$ cat config.mk
export PLATFORM = sky130hd
export DESIGN_NAME = int_path_top
export DESIGN_NICKNAME = d
export VERILOG_FILES = /design/src/int_path_pkg.sv /design/src/riscv_isa_pkg.sv /design/src/int_path_top.sv /design/src/int_result.sv /design/src/int_alu.sv /design/src/int_decode.sv /design/src/pipe_stage.sv /design/src/int_regfile.sv
export VERILOG_INCLUDE_DIRS = /design/src /design/src/src
export SDC_FILE = /design/constraint.sdc
export NUM_CORES = 2
export LEC_CHECK = 0
export BUFFER_PORTS_ARGS = -buffer_cell sky130_fd_sc_hd__buf_2
export CAP_MARGIN = 20
export CELL_PAD_IN_SITES_DETAIL_PLACEMENT = 2
export CELL_PAD_IN_SITES_GLOBAL_PLACEMENT = 2
export CORE_MARGIN = 3
export CORE_UTILIZATION = 46
export CTS_CLUSTER_SIZE = 25
export DETAILED_ROUTE_END_ITERATION = 8
export PLACE_DENSITY_LB_ADDON = 0.12
export SLEW_MARGIN = 40
export SYNTH_ARGS = -nofsm -noshare
export SYNTH_HDL_FRONTEND = slang
export SYNTH_HIERARCHICAL = 1
export SYNTH_SLANG_ARGS = --single-unit
$ cat constraint.sdc
create_clock -name cpu_clock_i -period 5.5 [get_ports cpu_clock_i]
set_input_delay 0.55 -clock cpu_clock_i [delete_from_list [all_inputs] [get_ports cpu_clock_i]]
set_output_delay 0.55 -clock cpu_clock_i [all_outputs]
set_load 0.02 [all_outputs]
$ cat src/int_path_macros.svh
`ifndef INT_PATH_MACROS_SVH
`define INT_PATH_MACROS_SVH

// Width of one integer register and of the ALU datapath
`define INT_XLEN 32

// Architectural registers, x0 included
`define INT_REG_COUNT 32

// Bits needed to name one architectural register
`define INT_REG_BITS 5

`endif
$ cat src/int_path_pkg.sv
`default_nettype none

`include "int_path_macros.svh"

package int_path_pkg;

    // Operations the execute stage knows, PASS_B serves LUI
    typedef enum logic [3:0] {
        ALU_ADD,
        ALU_SUB,
        ALU_SLL,
        ALU_SLT,
        ALU_SLTU,
        ALU_XOR,
        ALU_SRL,
        ALU_SRA,
        ALU_OR,
        ALU_AND,
        ALU_PASS_B
    } alu_op_e;

    // Decoded instruction with its operands already read
    // An illegal op keeps the raw instruction word in op_a
    typedef struct packed {
        alu_op_e                  alu_op;
        logic [`INT_REG_BITS-1:0] rd;
        logic [`INT_XLEN-1:0]     op_a;
        logic [`INT_XLEN-1:0]     op_b;
        logic                     illegal;
    } int_uop_t;

    // Output of the execute stage
    typedef struct packed {
        logic [`INT_REG_BITS-1:0] rd;
        logic [`INT_XLEN-1:0]     value;
        logic                     illegal;
    } int_exec_t;

    // Record reported for every retired instruction
    typedef struct packed {
        logic [`INT_REG_BITS-1:0] rd;
        logic [`INT_XLEN-1:0]     value;
        logic                     illegal;
        logic [3:0]               cause;
    } int_result_t;

endpackage

`default_nettype wire

$ cat src/riscv_isa_pkg.sv
`default_nettype none

package riscv_isa_pkg;

    // Major opcodes handled by the integer lane
    typedef enum logic [6:0] {
        OP_IMM = 7'b0010011,
        OP     = 7'b0110011,
        LUI    = 7'b0110111
    } opcode_e;

    // Low bit of each instruction field
    localparam int unsigned OPCODE_LSB = 0;
    localparam int unsigned RD_LSB     = 7;
    localparam int unsigned FUNCT3_LSB = 12;
    localparam int unsigned RS1_LSB    = 15;
    localparam int unsigned RS2_LSB    = 20;
    localparam int unsigned FUNCT7_LSB = 25;

    // ALU selector in funct3, shared by OP and OP-IMM
    localparam logic [2:0] F3_ADD_SUB = 3'b000;
    localparam logic [2:0] F3_SLL     = 3'b001;
    localparam logic [2:0] F3_SLT     = 3'b010;
    localparam logic [2:0] F3_SLTU    = 3'b011;
    localparam logic [2:0] F3_XOR     = 3'b100;
    localparam logic [2:0] F3_SRL_SRA = 3'b101;
    localparam logic [2:0] F3_OR      = 3'b110;
    localparam logic [2:0] F3_AND     = 3'b111;

    // funct7 is zero for the base form and has bit 30 set for SUB and SRA
    localparam logic [6:0] F7_BASE = 7'b0000000;
    localparam logic [6:0] F7_ALT  = 7'b0100000;

    // Machine exception cause for an instruction the lane cannot execute
    localparam logic [3:0] CAUSE_ILLEGAL_INSTR = 4'd2;

endpackage

`default_nettype wire

$ cat src/int_path_top.sv
`default_nettype none

`include "int_path_macros.svh"

module int_path_top (
    input  wire logic                 cpu_clock_i,
    input  wire logic                 rst_n_i,
    input  wire logic [31:0]          inst_i,
    input  wire logic                 inst_valid_i,
    output logic                      inst_ready_o,
    output int_path_pkg::int_result_t res_o,
    output logic                      res_valid_o,
    input  wire logic                 res_ready_i
);

    import int_path_pkg::*;

    logic [`INT_REG_BITS-1:0] rs1_addr;
    logic [`INT_REG_BITS-1:0] rs2_addr;
    logic [`INT_XLEN-1:0]     rs1_data;
    logic [`INT_XLEN-1:0]     rs2_data;

    int_uop_t  uop_d;
    logic      uop_d_valid;
    logic      uop_d_ready;
    int_uop_t  uop_q;
    logic      uop_q_valid;
    logic      uop_q_ready;
    int_exec_t exec_d;
    logic      exec_d_valid;
    logic      exec_d_ready;
    int_exec_t exec_q;
    logic      exec_q_valid;
    logic      exec_q_ready;

    logic                     wb_en;
    logic [`INT_REG_BITS-1:0] wb_rd;
    logic [`INT_XLEN-1:0]     wb_data;

    int_decode u_decode (
        .cpu_clock_i  (cpu_clock_i),
        .rst_n_i      (rst_n_i),
        .inst_i       (inst_i),
        .inst_valid_i (inst_valid_i),
        .inst_ready_o (inst_ready_o),
        .rs1_addr_o   (rs1_addr),
        .rs2_addr_o   (rs2_addr),
        .rs1_data_i   (rs1_data),
        .rs2_data_i   (rs2_data),
        .uop_o        (uop_d),
        .uop_valid_o  (uop_d_valid),
        .uop_ready_i  (uop_d_ready),
        .wb_en_i      (wb_en),
        .wb_rd_i      (wb_rd)
    );

    int_regfile u_regfile (
        .cpu_clock_i (cpu_clock_i),
        .rst_n_i     (rst_n_i),
        .rs1_addr_i  (rs1_addr),
        .rs2_addr_i  (rs2_addr),
        .rs1_data_o  (rs1_data),
        .rs2_data_o  (rs2_data),
        .we_i        (wb_en),
        .wr_addr_i   (wb_rd),
        .wr_data_i   (wb_data)
    );

    pipe_stage #(.payload_t(int_uop_t)) u_uop_stage (
        .cpu_clock_i (cpu_clock_i),
        .rst_n_i     (rst_n_i),
        .in_i        (uop_d),
        .in_valid_i  (uop_d_valid),
        .in_ready_o  (uop_d_ready),
        .out_o       (uop_q),
        .out_valid_o (uop_q_valid),
        .out_ready_i (uop_q_ready)
    );

    int_alu u_alu (
        .uop_i        (uop_q),
        .uop_valid_i  (uop_q_valid),
        .uop_ready_o  (uop_q_ready),
        .exec_o       (exec_d),
        .exec_valid_o (exec_d_valid),
        .exec_ready_i (exec_d_ready)
    );

    pipe_stage #(.payload_t(int_exec_t)) u_exec_stage (
        .cpu_clock_i (cpu_clock_i),
        .rst_n_i     (rst_n_i),
        .in_i        (exec_d),
        .in_valid_i  (exec_d_valid),
        .in_ready_o  (exec_d_ready),
        .out_o       (exec_q),
        .out_valid_o (exec_q_valid),
        .out_ready_i (exec_q_ready)
    );

    int_result u_result (
        .cpu_clock_i  (cpu_clock_i),
        .rst_n_i      (rst_n_i),
        .exec_i       (exec_q),
        .exec_valid_i (exec_q_valid),
        .exec_ready_o (exec_q_ready),
        .res_o        (res_o),
        .res_valid_o  (res_valid_o),
        .res_ready_i  (res_ready_i),
        .wb_en_o      (wb_en),
        .wb_rd_o      (wb_rd),
        .wb_data_o    (wb_data)
    );

endmodule

`default_nettype wire

$ cat src/int_result.sv
`default_nettype none

`include "int_path_macros.svh"

module int_result (
    input  wire logic                    cpu_clock_i,
    input  wire logic                    rst_n_i,
    input  wire int_path_pkg::int_exec_t exec_i,
    input  wire logic                    exec_valid_i,
    output logic                         exec_ready_o,
    output int_path_pkg::int_result_t    res_o,
    output logic                         res_valid_o,
    input  wire logic                    res_ready_i,
    output logic                         wb_en_o,
    output logic [`INT_REG_BITS-1:0]     wb_rd_o,
    output logic [`INT_XLEN-1:0]         wb_data_o
);

    import riscv_isa_pkg::*;
    import int_path_pkg::*;

    logic        valid_q;
    int_result_t rec_q;
    int_result_t rec_d;
    logic        load;

    always_comb begin
        rec_d.rd      = exec_i.illegal ? '0 : exec_i.rd;
        rec_d.value   = exec_i.value;
        rec_d.illegal = exec_i.illegal;
        rec_d.cause   = exec_i.illegal ? CAUSE_ILLEGAL_INSTR : 4'd0;
    end

    assign exec_ready_o = !valid_q || res_ready_i;
    assign load         = exec_valid_i && exec_ready_o;

    always_ff @(posedge cpu_clock_i) begin
        if (!rst_n_i) begin
            valid_q <= 1'b0;
        end else if (load) begin
            valid_q <= 1'b1;
        end else if (res_ready_i) begin
            valid_q <= 1'b0;
        end
    end

    always_ff @(posedge cpu_clock_i) begin
        if (load) begin
            rec_q <= rec_d;
        end
    end

    assign res_o       = rec_q;
    assign res_valid_o = valid_q;

    // The register file and scoreboard see the write on the transfer edge
    assign wb_en_o   = valid_q && res_ready_i && !rec_q.illegal && (rec_q.rd != '0);
    assign wb_rd_o   = rec_q.rd;
    assign wb_data_o = rec_q.value;

endmodule

`default_nettype wire

$ cat src/int_alu.sv
`default_nettype none

`include "int_path_macros.svh"

module int_alu (
    input  wire int_path_pkg::int_uop_t uop_i,
    input  wire logic                   uop_valid_i,
    output logic                        uop_ready_o,
    output int_path_pkg::int_exec_t     exec_o,
    output logic                        exec_valid_o,
    input  wire logic                   exec_ready_i
);

    import int_path_pkg::*;

    logic [`INT_XLEN-1:0] a;
    logic [`INT_XLEN-1:0] b;
    logic [`INT_XLEN-1:0] value;
    logic [4:0]           sh;
    logic                 lt_s;
    logic                 lt_u;

    assign a    = uop_i.op_a;
    assign b    = uop_i.op_b;
    assign sh   = b[4:0];
    assign lt_s = $signed(a) < $signed(b);
    assign lt_u = a < b;

    always_comb begin
        case (uop_i.alu_op)
            ALU_ADD:    value = a + b;
            ALU_SUB:    value = a - b;
            ALU_SLL:    value = a << sh;
            ALU_SLT:    value = {{(`INT_XLEN-1){1'b0}}, lt_s};
            ALU_SLTU:   value = {{(`INT_XLEN-1){1'b0}}, lt_u};
            ALU_XOR:    value = a ^ b;
            ALU_SRL:    value = a >> sh;
            ALU_SRA:    value = $signed(a) >>> sh;
            ALU_OR:     value = a | b;
            ALU_AND:    value = a & b;
            ALU_PASS_B: value = b;
            default:    value = '0;
        endcase
        // Illegal ops report the instruction word held in operand A
        if (uop_i.illegal) begin
            value = a;
        end
    end

    assign exec_o = '{
        rd:      uop_i.rd,
        value:   value,
        illegal: uop_i.illegal
    };

    // No state here, the handshake passes straight through
    assign exec_valid_o = uop_valid_i;
    assign uop_ready_o  = exec_ready_i;

endmodule

`default_nettype wire

$ cat src/int_decode.sv
`default_nettype none

`include "int_path_macros.svh"

module int_decode (
    input  wire logic                     cpu_clock_i,
    input  wire logic                     rst_n_i,
    input  wire logic [31:0]              inst_i,
    input  wire logic                     inst_valid_i,
    output logic                          inst_ready_o,
    output logic      [`INT_REG_BITS-1:0] rs1_addr_o,
    output logic      [`INT_REG_BITS-1:0] rs2_addr_o,
    input  wire logic [`INT_XLEN-1:0]     rs1_data_i,
    input  wire logic [`INT_XLEN-1:0]     rs2_data_i,
    output int_path_pkg::int_uop_t        uop_o,
    output logic                          uop_valid_o,
    input  wire logic                     uop_ready_i,
    input  wire logic                     wb_en_i,
    input  wire logic [`INT_REG_BITS-1:0] wb_rd_i
);

    import riscv_isa_pkg::*;
    import int_path_pkg::*;

    // Where operand B comes from
    typedef enum logic [1:0] {
        B_REG,
        B_IMM,
        B_SHAMT,
        B_UIMM
    } b_sel_e;

    opcode_e                  opcode;
    logic [2:0]               funct3;
    logic [6:0]               funct7;
    logic [`INT_REG_BITS-1:0] rd;
    logic [`INT_REG_BITS-1:0] rs1;
    logic [`INT_REG_BITS-1:0] rs2;
    logic [`INT_XLEN-1:0]     imm_i;
    logic [`INT_XLEN-1:0]     imm_u;
    logic [`INT_XLEN-1:0]     shamt;
    logic [`INT_XLEN-1:0]     op_a;
    logic [`INT_XLEN-1:0]     op_b;
    alu_op_e                  alu_op;
    b_sel_e                   b_sel;
    logic                     legal;
    logic                     use_rs1;
    logic                     use_rs2;
    logic                     alt;
    logic                     stall;
    logic                     accept;
    logic [`INT_REG_COUNT-1:0] busy_q;

    assign opcode = opcode_e'(inst_i[OPCODE_LSB +: 7]);
    assign rd     = inst_i[RD_LSB +: `INT_REG_BITS];
    assign funct3 = inst_i[FUNCT3_LSB +: 3];
    assign rs1    = inst_i[RS1_LSB +: `INT_REG_BITS];
    assign rs2    = inst_i[RS2_LSB +: `INT_REG_BITS];
    assign funct7 = inst_i[FUNCT7_LSB +: 7];
    assign alt    = (funct7 == F7_ALT);

    assign imm_i = {{(`INT_XLEN-12){inst_i[31]}}, inst_i[31:20]};
    assign imm_u = {inst_i[31:12], 12'b0};
    assign shamt = {{(`INT_XLEN-5){1'b0}}, inst_i[RS2_LSB +: 5]};

    always_comb begin
        alu_op  = ALU_ADD;
        b_sel   = B_REG;
        legal   = 1'b0;
        use_rs1 = 1'b0;
        use_rs2 = 1'b0;
        case (opcode)
            OP_IMM: begin
                use_rs1 = 1'b1;
                b_sel   = B_IMM;
                legal   = 1'b1;
                case (funct3)
                    F3_ADD_SUB: alu_op = ALU_ADD;
                    F3_SLT:     alu_op = ALU_SLT;
                    F3_SLTU:    alu_op = ALU_SLTU;
                    F3_XOR:     alu_op = ALU_XOR;
                    F3_OR:      alu_op = ALU_OR;
                    F3_AND:     alu_op = ALU_AND;
                    F3_SLL: begin
                        alu_op = ALU_SLL;
                        b_sel  = B_SHAMT;
                        legal  = (funct7 == F7_BASE);
                    end
                    F3_SRL_SRA: begin
                        alu_op = alt ? ALU_SRA : ALU_SRL;
                        b_sel  = B_SHAMT;
                        legal  = (funct7 == F7_BASE) || alt;
                    end
                endcase
            end
            OP: begin
                use_rs1 = 1'b1;
                use_rs2 = 1'b1;
                // Only ADD and SRL have an alternate form
                legal   = (funct7 == F7_BASE) ||
                          (alt && ((funct3 == F3_ADD_SUB) || (funct3 == F3_SRL_SRA)));
                case (funct3)
                    F3_ADD_SUB: alu_op = alt ? ALU_SUB : ALU_ADD;
                    F3_SLL:     alu_op = ALU_SLL;
                    F3_SLT:     alu_op = ALU_SLT;
                    F3_SLTU:    alu_op = ALU_SLTU;
                    F3_XOR:     alu_op = ALU_XOR;
                    F3_SRL_SRA: alu_op = alt ? ALU_SRA : ALU_SRL;
                    F3_OR:      alu_op = ALU_OR;
                    F3_AND:     alu_op = ALU_AND;
                endcase
            end
            LUI: begin
                alu_op = ALU_PASS_B;
                b_sel  = B_UIMM;
                legal  = 1'b1;
            end
            default: legal = 1'b0;
        endcase
        if (!legal) begin
            use_rs1 = 1'b0;
            use_rs2 = 1'b0;
        end
    end

    // Unused ports are parked on x0
    assign rs1_addr_o = use_rs1 ? rs1 : '0;
    assign rs2_addr_o = use_rs2 ? rs2 : '0;

    always_comb begin
        case (b_sel)
            B_REG:   op_b = rs2_data_i;
            B_IMM:   op_b = imm_i;
            B_SHAMT: op_b = shamt;
            default: op_b = imm_u;
        endcase
    end

    assign op_a = use_rs1 ? rs1_data_i : (legal ? '0 : inst_i);

    assign uop_o = '{
        alu_op:  alu_op,
        rd:      legal ? rd : '0,
        op_a:    op_a,
        op_b:    legal ? op_b : '0,
        illegal: !legal
    };

    // A busy destination also stalls, so each busy bit has one producer
    // and an older writeback cannot release a newer claim
    assign stall = (use_rs1 && busy_q[rs1]) ||
                   (use_rs2 && busy_q[rs2]) ||
                   (legal && busy_q[rd]);

    assign uop_valid_o  = inst_valid_i && !stall;
    assign inst_ready_o = uop_ready_i && !stall;
    assign accept       = inst_valid_i && inst_ready_o;

    always_ff @(posedge cpu_clock_i) begin
        if (!rst_n_i) begin
            busy_q <= '0;
        end else begin
            if (wb_en_i) begin
                busy_q[wb_rd_i] <= 1'b0;
            end
            if (accept && legal && (rd != '0)) begin
                busy_q[rd] <= 1'b1;
            end
        end
    end

endmodule

`default_nettype wire

$ cat src/pipe_stage.sv
`default_nettype none

module pipe_stage #(
    parameter type payload_t = logic
) (
    input  wire logic     cpu_clock_i,
    input  wire logic     rst_n_i,
    input  wire payload_t in_i,
    input  wire logic     in_valid_i,
    output logic          in_ready_o,
    output payload_t      out_o,
    output logic          out_valid_o,
    input  wire logic     out_ready_i
);

    logic     valid_q;
    payload_t data_q;
    logic     load;

    // Room exists when empty or when the held entry leaves this cycle
    assign in_ready_o = !valid_q || out_ready_i;
    assign load       = in_valid_i && in_ready_o;

    always_ff @(posedge cpu_clock_i) begin
        if (!rst_n_i) begin
            valid_q <= 1'b0;
        end else if (load) begin
            valid_q <= 1'b1;
        end else if (out_ready_i) begin
            valid_q <= 1'b0;
        end
    end

    always_ff @(posedge cpu_clock_i) begin
        if (load) begin
            data_q <= in_i;
        end
    end

    assign out_o       = data_q;
    assign out_valid_o = valid_q;

endmodule

`default_nettype wire

$ cat src/int_regfile.sv
`default_nettype none

`include "int_path_macros.svh"

module int_regfile (
    input  wire logic                     cpu_clock_i,
    input  wire logic                     rst_n_i,
    input  wire logic [`INT_REG_BITS-1:0] rs1_addr_i,
    input  wire logic [`INT_REG_BITS-1:0] rs2_addr_i,
    output logic      [`INT_XLEN-1:0]     rs1_data_o,
    output logic      [`INT_XLEN-1:0]     rs2_data_o,
    input  wire logic                     we_i,
    input  wire logic [`INT_REG_BITS-1:0] wr_addr_i,
    input  wire logic [`INT_XLEN-1:0]     wr_data_i
);

    // x0 has no storage, entry 0 is never built
    logic [`INT_XLEN-1:0] regs [1:`INT_REG_COUNT-1];

    always_ff @(posedge cpu_clock_i) begin
        if (!rst_n_i) begin
            for (int i = 1; i < `INT_REG_COUNT; i++) begin
                regs[i] <= '0;
            end
        end else if (we_i && (wr_addr_i != '0)) begin
            regs[wr_addr_i] <= wr_data_i;
        end
    end

    assign rs1_data_o = (rs1_addr_i == '0) ? '0 : regs[rs1_addr_i];
    assign rs2_data_o = (rs2_addr_i == '0) ? '0 : regs[rs2_addr_i];

endmodule

`default_nettype wire

== After elaboration in Yosys (flattened, before gate mapping) ==
Memory sizes are Yosys's and may differ from the RTL's.
Cells that the tools add are included.

* Output and inout port bits: 44
* RAM bits: 992
* Register bits: 189
* Memories: 1

{| class="wikitable"
|+ Memory list
! name !! depth !! width !! read ports !! clocked after Yosys merged registers in !! write ports !! line !! RTL
|-
| u_regfile.regs || 31 || 32 || 2 || 0 || 31 || int_regfile.sv:18 || <nowiki>logic [`INT_XLEN-1:0] regs [1:`INT_REG_COUNT-1];</nowiki>
|}

* Add/subtract/negate cells: 2
* Magnitude comparators: 8
* Muxes and demuxes: 49
* Equality and inequality tests: 23
* Reductions and logical operators: 46
* Bitwise operators: 6
* Shifts and indexed selects: 3

{| class="wikitable"
|+ Operators by type and width
! operator !! number
|-
| 32-bit case mux with 11 select lines || 1
|-
| 32-bit 2-to-1 mux || 9
|-
| 32-bit case mux with 3 select lines || 1
|-
| 32-bit AND || 2
|-
| 32-bit less-than comparator || 2
|-
| 32-bit OR || 2
|-
| 4-bit case mux with 8 select lines || 2
|-
| 32-bit adder || 1
|-
| 32-bit inverter || 1
|-
| 32-bit OR reduction || 1
|-
| 32-bit by 5-bit << shifter with 32-bit output || 1
|-
| 32-bit by 5-bit >> shifter with 32-bit output || 1
|-
| 32-bit by 5-bit >>> shifter with 32-bit output || 1
|-
| 32-bit subtractor || 1
|-
| 32-bit bitwise XOR || 1
|-
| 5-bit by 6-bit less-than comparator with 1-bit output, second input constant || 4
|-
| 1-bit 2-to-1 mux || 22
|-
| 7-bit by 6-bit equality test with 1-bit output, second input constant || 3
|-
| 1-bit logical AND || 18
|-
| 4-bit by 3-bit equality test with 1-bit output, second input constant || 4
|-
| 1-bit binary-select mux with 5-bit select || 3
|-
| 5-bit 2-to-1 mux || 3
|-
| 3-bit equality test, second input constant || 4
|-
| 4-bit equality test, second input constant || 3
|-
| other kinds (24) || 46
|}

== Longest topological paths before layout ==
* Depth after elaboration: 15
* Gate-level depth with buffers: 18

== By module ==
The synthesis kept the hierarchy.

{| class="wikitable"
|+ By module, submodules not included
! module !! cells each !! times used !! area an instance (um2)
|-
| int_regfile || 3505 || 1 || 54214.5
|-
| int_alu || 1472 || 1 || 10069.7
|-
| int_decode || 542 || 1 || 3669.8
|-
| pipe_stage at u_uop_stage || 79 || 1 || 2279.7
|-
| int_result || 94 || 1 || 1562.7
|-
| pipe_stage at u_exec_stage || 43 || 1 || 1198.6
|}

== Least setup slack after synthesis ==
OpenSTA, ideal clock, no wires.

* Path kind: register to register
* From: register, netlist name u_result/res_o[1]
* To: memory u_regfile/regs[20][0] (netlist name), enable pin
* Cell stages (with the launch flop): 7
* Path slack: 1.056 ns
* Library setup time: 0.466 ns
* Required time: 5.034 ns
* Path buffers: 1
* Clock period less this slack: 4.444 ns
* Arrival: 3.979 ns
* Cells stage by stage: edfxtp_1 -> nand3b_1 -> a21oi_1 -> nand2_1 -> or3_1 -> clkbuf_1 -> o21ai_0

{| class="wikitable"
|+ RTL lines
! what !! line
|-
| end: declaration || int_regfile.sv:18
|}

==> impl_summary.md <==
Outcome
The flow ran to the end, and the final reports show no timing, DRC or antenna violations.

CTS
Buffers inserted during clock tree synthesis total 140. The insertion delay of the later-clocked pin in the worst-skew pair is ~800 ps. The clock slew at the register clock pins of the worst setup and hold paths is approximately 60 ps. TritonCTS built the clock tree.

For this design, the CTS-stage hold fixing added 0 buffers. The number of setup buffers added after CTS is 0. The number of clock sinks seen by CTS is ~1200. The clock tree synthesis step divided the H-tree into 4 levels. The maximum buffer depth of the clock tree is 3. The total of cells resized after clock tree synthesis is 0. The clock tree root driver cell is clkbuf_16.

Floorplan
80 I/O pins were placed. The core region is about 160000 um^2. The starting density of the core is between 40% and 50%. The floorplan die height is between 400 and 500 um. The floorplan die width is between 400 and 500 um.

The floorplan die area is approximately 160000 um^2. Row generation in the floorplan step produced about 150 rows.

Synthesis
Yosys printed 6 warnings. Each instance of the synthesized netlist takes up on average 12.73 um^2. By area the synthesized netlist is led by edfxtp_1, mux4_2, and2_1, mux2i_1, clkbuf_1. The number of different library cells used by synthesis comes to approximately 110. For this run, the leading register cell type out of synthesis is edfxtp_1. After synthesis, the share of flip-flops with an asynchronous set or reset is 0%.

The flip-flop and latch count after synthesis is roughly 1200. The mapped netlist covers 73000 um^2. Counting every instance in the synthesized netlist gives 5735. In this run, synthesis inferred 1174 flip-flops with an integrated enable. Of the synthesized area, sequential elements account for 49.26%. Of the post-synthesis cell area, the dominant cell type holds 48.30%. The synthesized design spends more area on one cell type than any other, namely edfxtp_1.

Timing
The worst pin sits at a relative slew slack of 36.53%. At the pin with the least slew margin, the transition time is between 900 and 1000 ps. Setup repair after global routing left no endpoint under its margin. Setup slack on the critical path of the routed design comes to around 470 ps. The number of pins exceeding their max-slew limit in the final report is 0. Clock skew on the completed layout was measured at 47.37 ps. Derived from the worst setup path, the maximum achievable clock frequency is 198.9 MHz.

The worst path in the final design needs a cycle of 5029 ps, including I/O delays and setup. The total count of hold-check failures in the final report is 0. In the finished design, the share of the clock period the worst path needs comes to between 90% and 100%. Setup violations remaining at the end of the flow were counted as 0.

Cells and area
The final standard cell utilization of the core is 52.28%. The combined area of the multi-input logic cells is roughly 34000 um^2. For this run, the post-layout net count is between 5000 and 6000.

The footprint of the flip-flops and latches is about 36000 um^2. Of the cells placed in the final design, the portion with a size suffix greater than 1 is 23.41%. Compared with the post-synthesis result, the final layout area differs by 12.39%.

Counting the fill cells in the layout gives 14600.

Route
The DRC marker count from the first detailed-route iteration is about 9000. After detailed routing, the number of vias per cell comes to 7.316. The routed wire length is 349.9 mm. After detailed routing, the average wire length per cell comes to 44.00 um. The first-pass iteration count of the detailed router is 6. For this block, the via count after detailed routing is ~58000. Once detail routing completed, the nets flagged for antenna violations numbered 0. The remaining design rule violation count is 0.

Power and ir drop
Dividing total power by cell area gives a power density of approximately 270 nW/um^2. In this run, flip-flops and latches consume 48.2% of the power. Combinational cells account for roughly a tenth of the total power. The net switching power figure is about 5.9 mW. Net switching is 26.57% of the power. The leakage component of the power is 28.63 nW. Cell internal power was estimated by the tool at between 15 and 20 mW. The worst vdd rail ir drop is about 0.00031 V.

The share of total power dissipated in the clock network is between 40% and 50%.

Min path
The path class of the lowest-slack min-delay path is input pin to flop. Counting instances, the worst hold path has a depth of 2.

Global route
The first-pass GRT wire length is approximately 500 mm. The global-route usage over all layers is 42.31%. The initial antenna violation count was 33. Entering global routing, the biggest net connects 65 pins. The overflow left after global routing is 0. The via count of the first global-routing pass is between 60000 and 70000.

Critical path
Data on the critical path is required at its endpoint by slightly below 6000 ps. The largest fanout on the critical path is 12. The critical path arrival is between 5000 and 6000 ps. The critical path is of the flop to flop type. STA classifies the critical path endpoint as a flop. The number of cell instances on the worst register-to-register path is 11. The nature of the critical path startpoint is a flop.

Flow run
The number of max-capacitance violations reported is 0.

Placement
The post-DP HPWL is about 240 mm. Routability-driven placement finished with a final weighted congestion of about 1.0. The placement-stage worst setup slack is -44.18 ps. The number of port buffers is 76.
logic make-up (layout without fill, tap and decap cells):
| kind of cell | count (synthesis) | after routing | synth area share, % |
|---|---|---|---|
| other | 2 | 51 | 0.01029 |
| buffers and inverters | 727 | 836 | 4.703 |
| XOR/XNOR | 7 | 7 | 0.08399 |
| multiplexers | 806 | 806 | 20.22 |
| AND/OR/NAND/NOR | 1923 | 1923 | 14.69 |
| adder cells (fa/ha/maj) | 106 | 106 | 1.838 |
| AO/OA/AOI/OAI | 955 | 955 | 9.201 |
| flip-flops | 1209 | 1209 | 49.26 |
routing by layer:
metal	vias up	routed length (um)	GRT usage [%]
li1	22030	-	-
met1	30440	124500	52.03
met2	4424	158000	65.11
met3	1267	37480	11.05
met4	12	29780	29.81
met5	-	81	0
power by group through the flow:
stage	registers, mW	clock network, mW	logic (mW)
detailed placement	10.9	0	1.97
global placement	10.8	0	1.89
finish	10.7	9.41	2.05
global route	10.7	9.85	2.11
floorplan	10.7	0	1.12
CTS	10.7	9.49	1.99
layout by cell type (no fill, tap or decap), types with 77 or more instances in the layout:
cell       instances
nor2_1           224
o22ai_1          132
buf_2             77
a21oi_1          175
nor3_1           114
inv_1            111
mux4_2           523
and2_1          1005
nand3_1           96
edfxtp_1        1174
o21ai_0          102
nand2_1          229
ha_1             104
mux2i_1          240
buf_4            320
clkbuf_16        143
per-stage QoR:
stage	hold WS, ps	cells	setup TNS, ps	power (mW)	instance area [um^2]
final	80.85	7951	0	22.15	82040
after global routing	59.69	7940	0	22.66	82010
after CTS	36.69	7929	0	22.14	81890
after detailed placement	407.2	7674	-44.18	12.82	77370
after global placement	401.0	7643	-185.5	12.69	76750
after floorplan	400.3	5768	0	11.85	73120
worst max-delay path, stage by stage, from the launching register on:
cell and delay [ps]:
edfxtp_1 700, inv_2 340, ha_1 450, a211oi_1 400, o211ai_1 350, a41oi_1 810, nor3_1 240, or2_2 370
a21oi_1 280, o22ai_1 130, o31ai_1 380, a32oi_1 270
area by class of cell:
cell class                      instances  area share [%]
Clock buffer                          166           4.467
Antenna cell                           16         0.04881
Inverter                              116          0.5308
Sequential cell                      1209           43.83
Tap cell                             2058           3.139
Clock inverter                         89           1.040
Multi-Input combinational cell       3832           41.95
Timing Repair Buffer                  465           4.993
synth_stat cells (84+ instances only):
| library cell | number |
|---|---|
| edfxtp_1 | 1174 |
| and2_1 | 1014 |
| mux4_2 | 523 |
| clkbuf_1 | 379 |
| nor2_1 | 260 |
| mux2i_1 | 240 |
| nand2_1 | 229 |
| a21oi_1 | 177 |
| o21ai_0 | 133 |
| o22ai_1 | 132 |
| nor3_1 | 118 |
| inv_1 | 113 |
| ha_1 | 104 |
| nand3_1 | 97 |
| buf_4 | 89 |
| buf_2 | 84 |
path summary, 6_finish.rpt:
kind,to,slack [ps],startpoint
setup / recovery,u_exec_stage/out_o[26],470,u_uop_stage/out_o[2]
hold / removal,u_uop_stage/out_o[39],80,inst_i[6]
setup reg to reg,u_exec_stage/out_o[26],470,u_uop_stage/out_o[2]
hold reg to reg,u_exec_stage/out_o[34],410,u_uop_stage/out_o[66]
registers in the layout (all words and copies together), names as in the netlist:
name	count
u_exec_stage/out_valid_o	1
u_result/wb_data_o	32
u_result/res_o	1
u_uop_stage/out_o	74
u_regfile/regs	1024
u_decode/busy_q	32
u_result/wb_rd_o	5
u_result/res_valid_o	1
u_exec_stage/out_o	38
u_uop_stage/out_valid_o	1
Note: power is estimated with default switching activity, not from simulation.
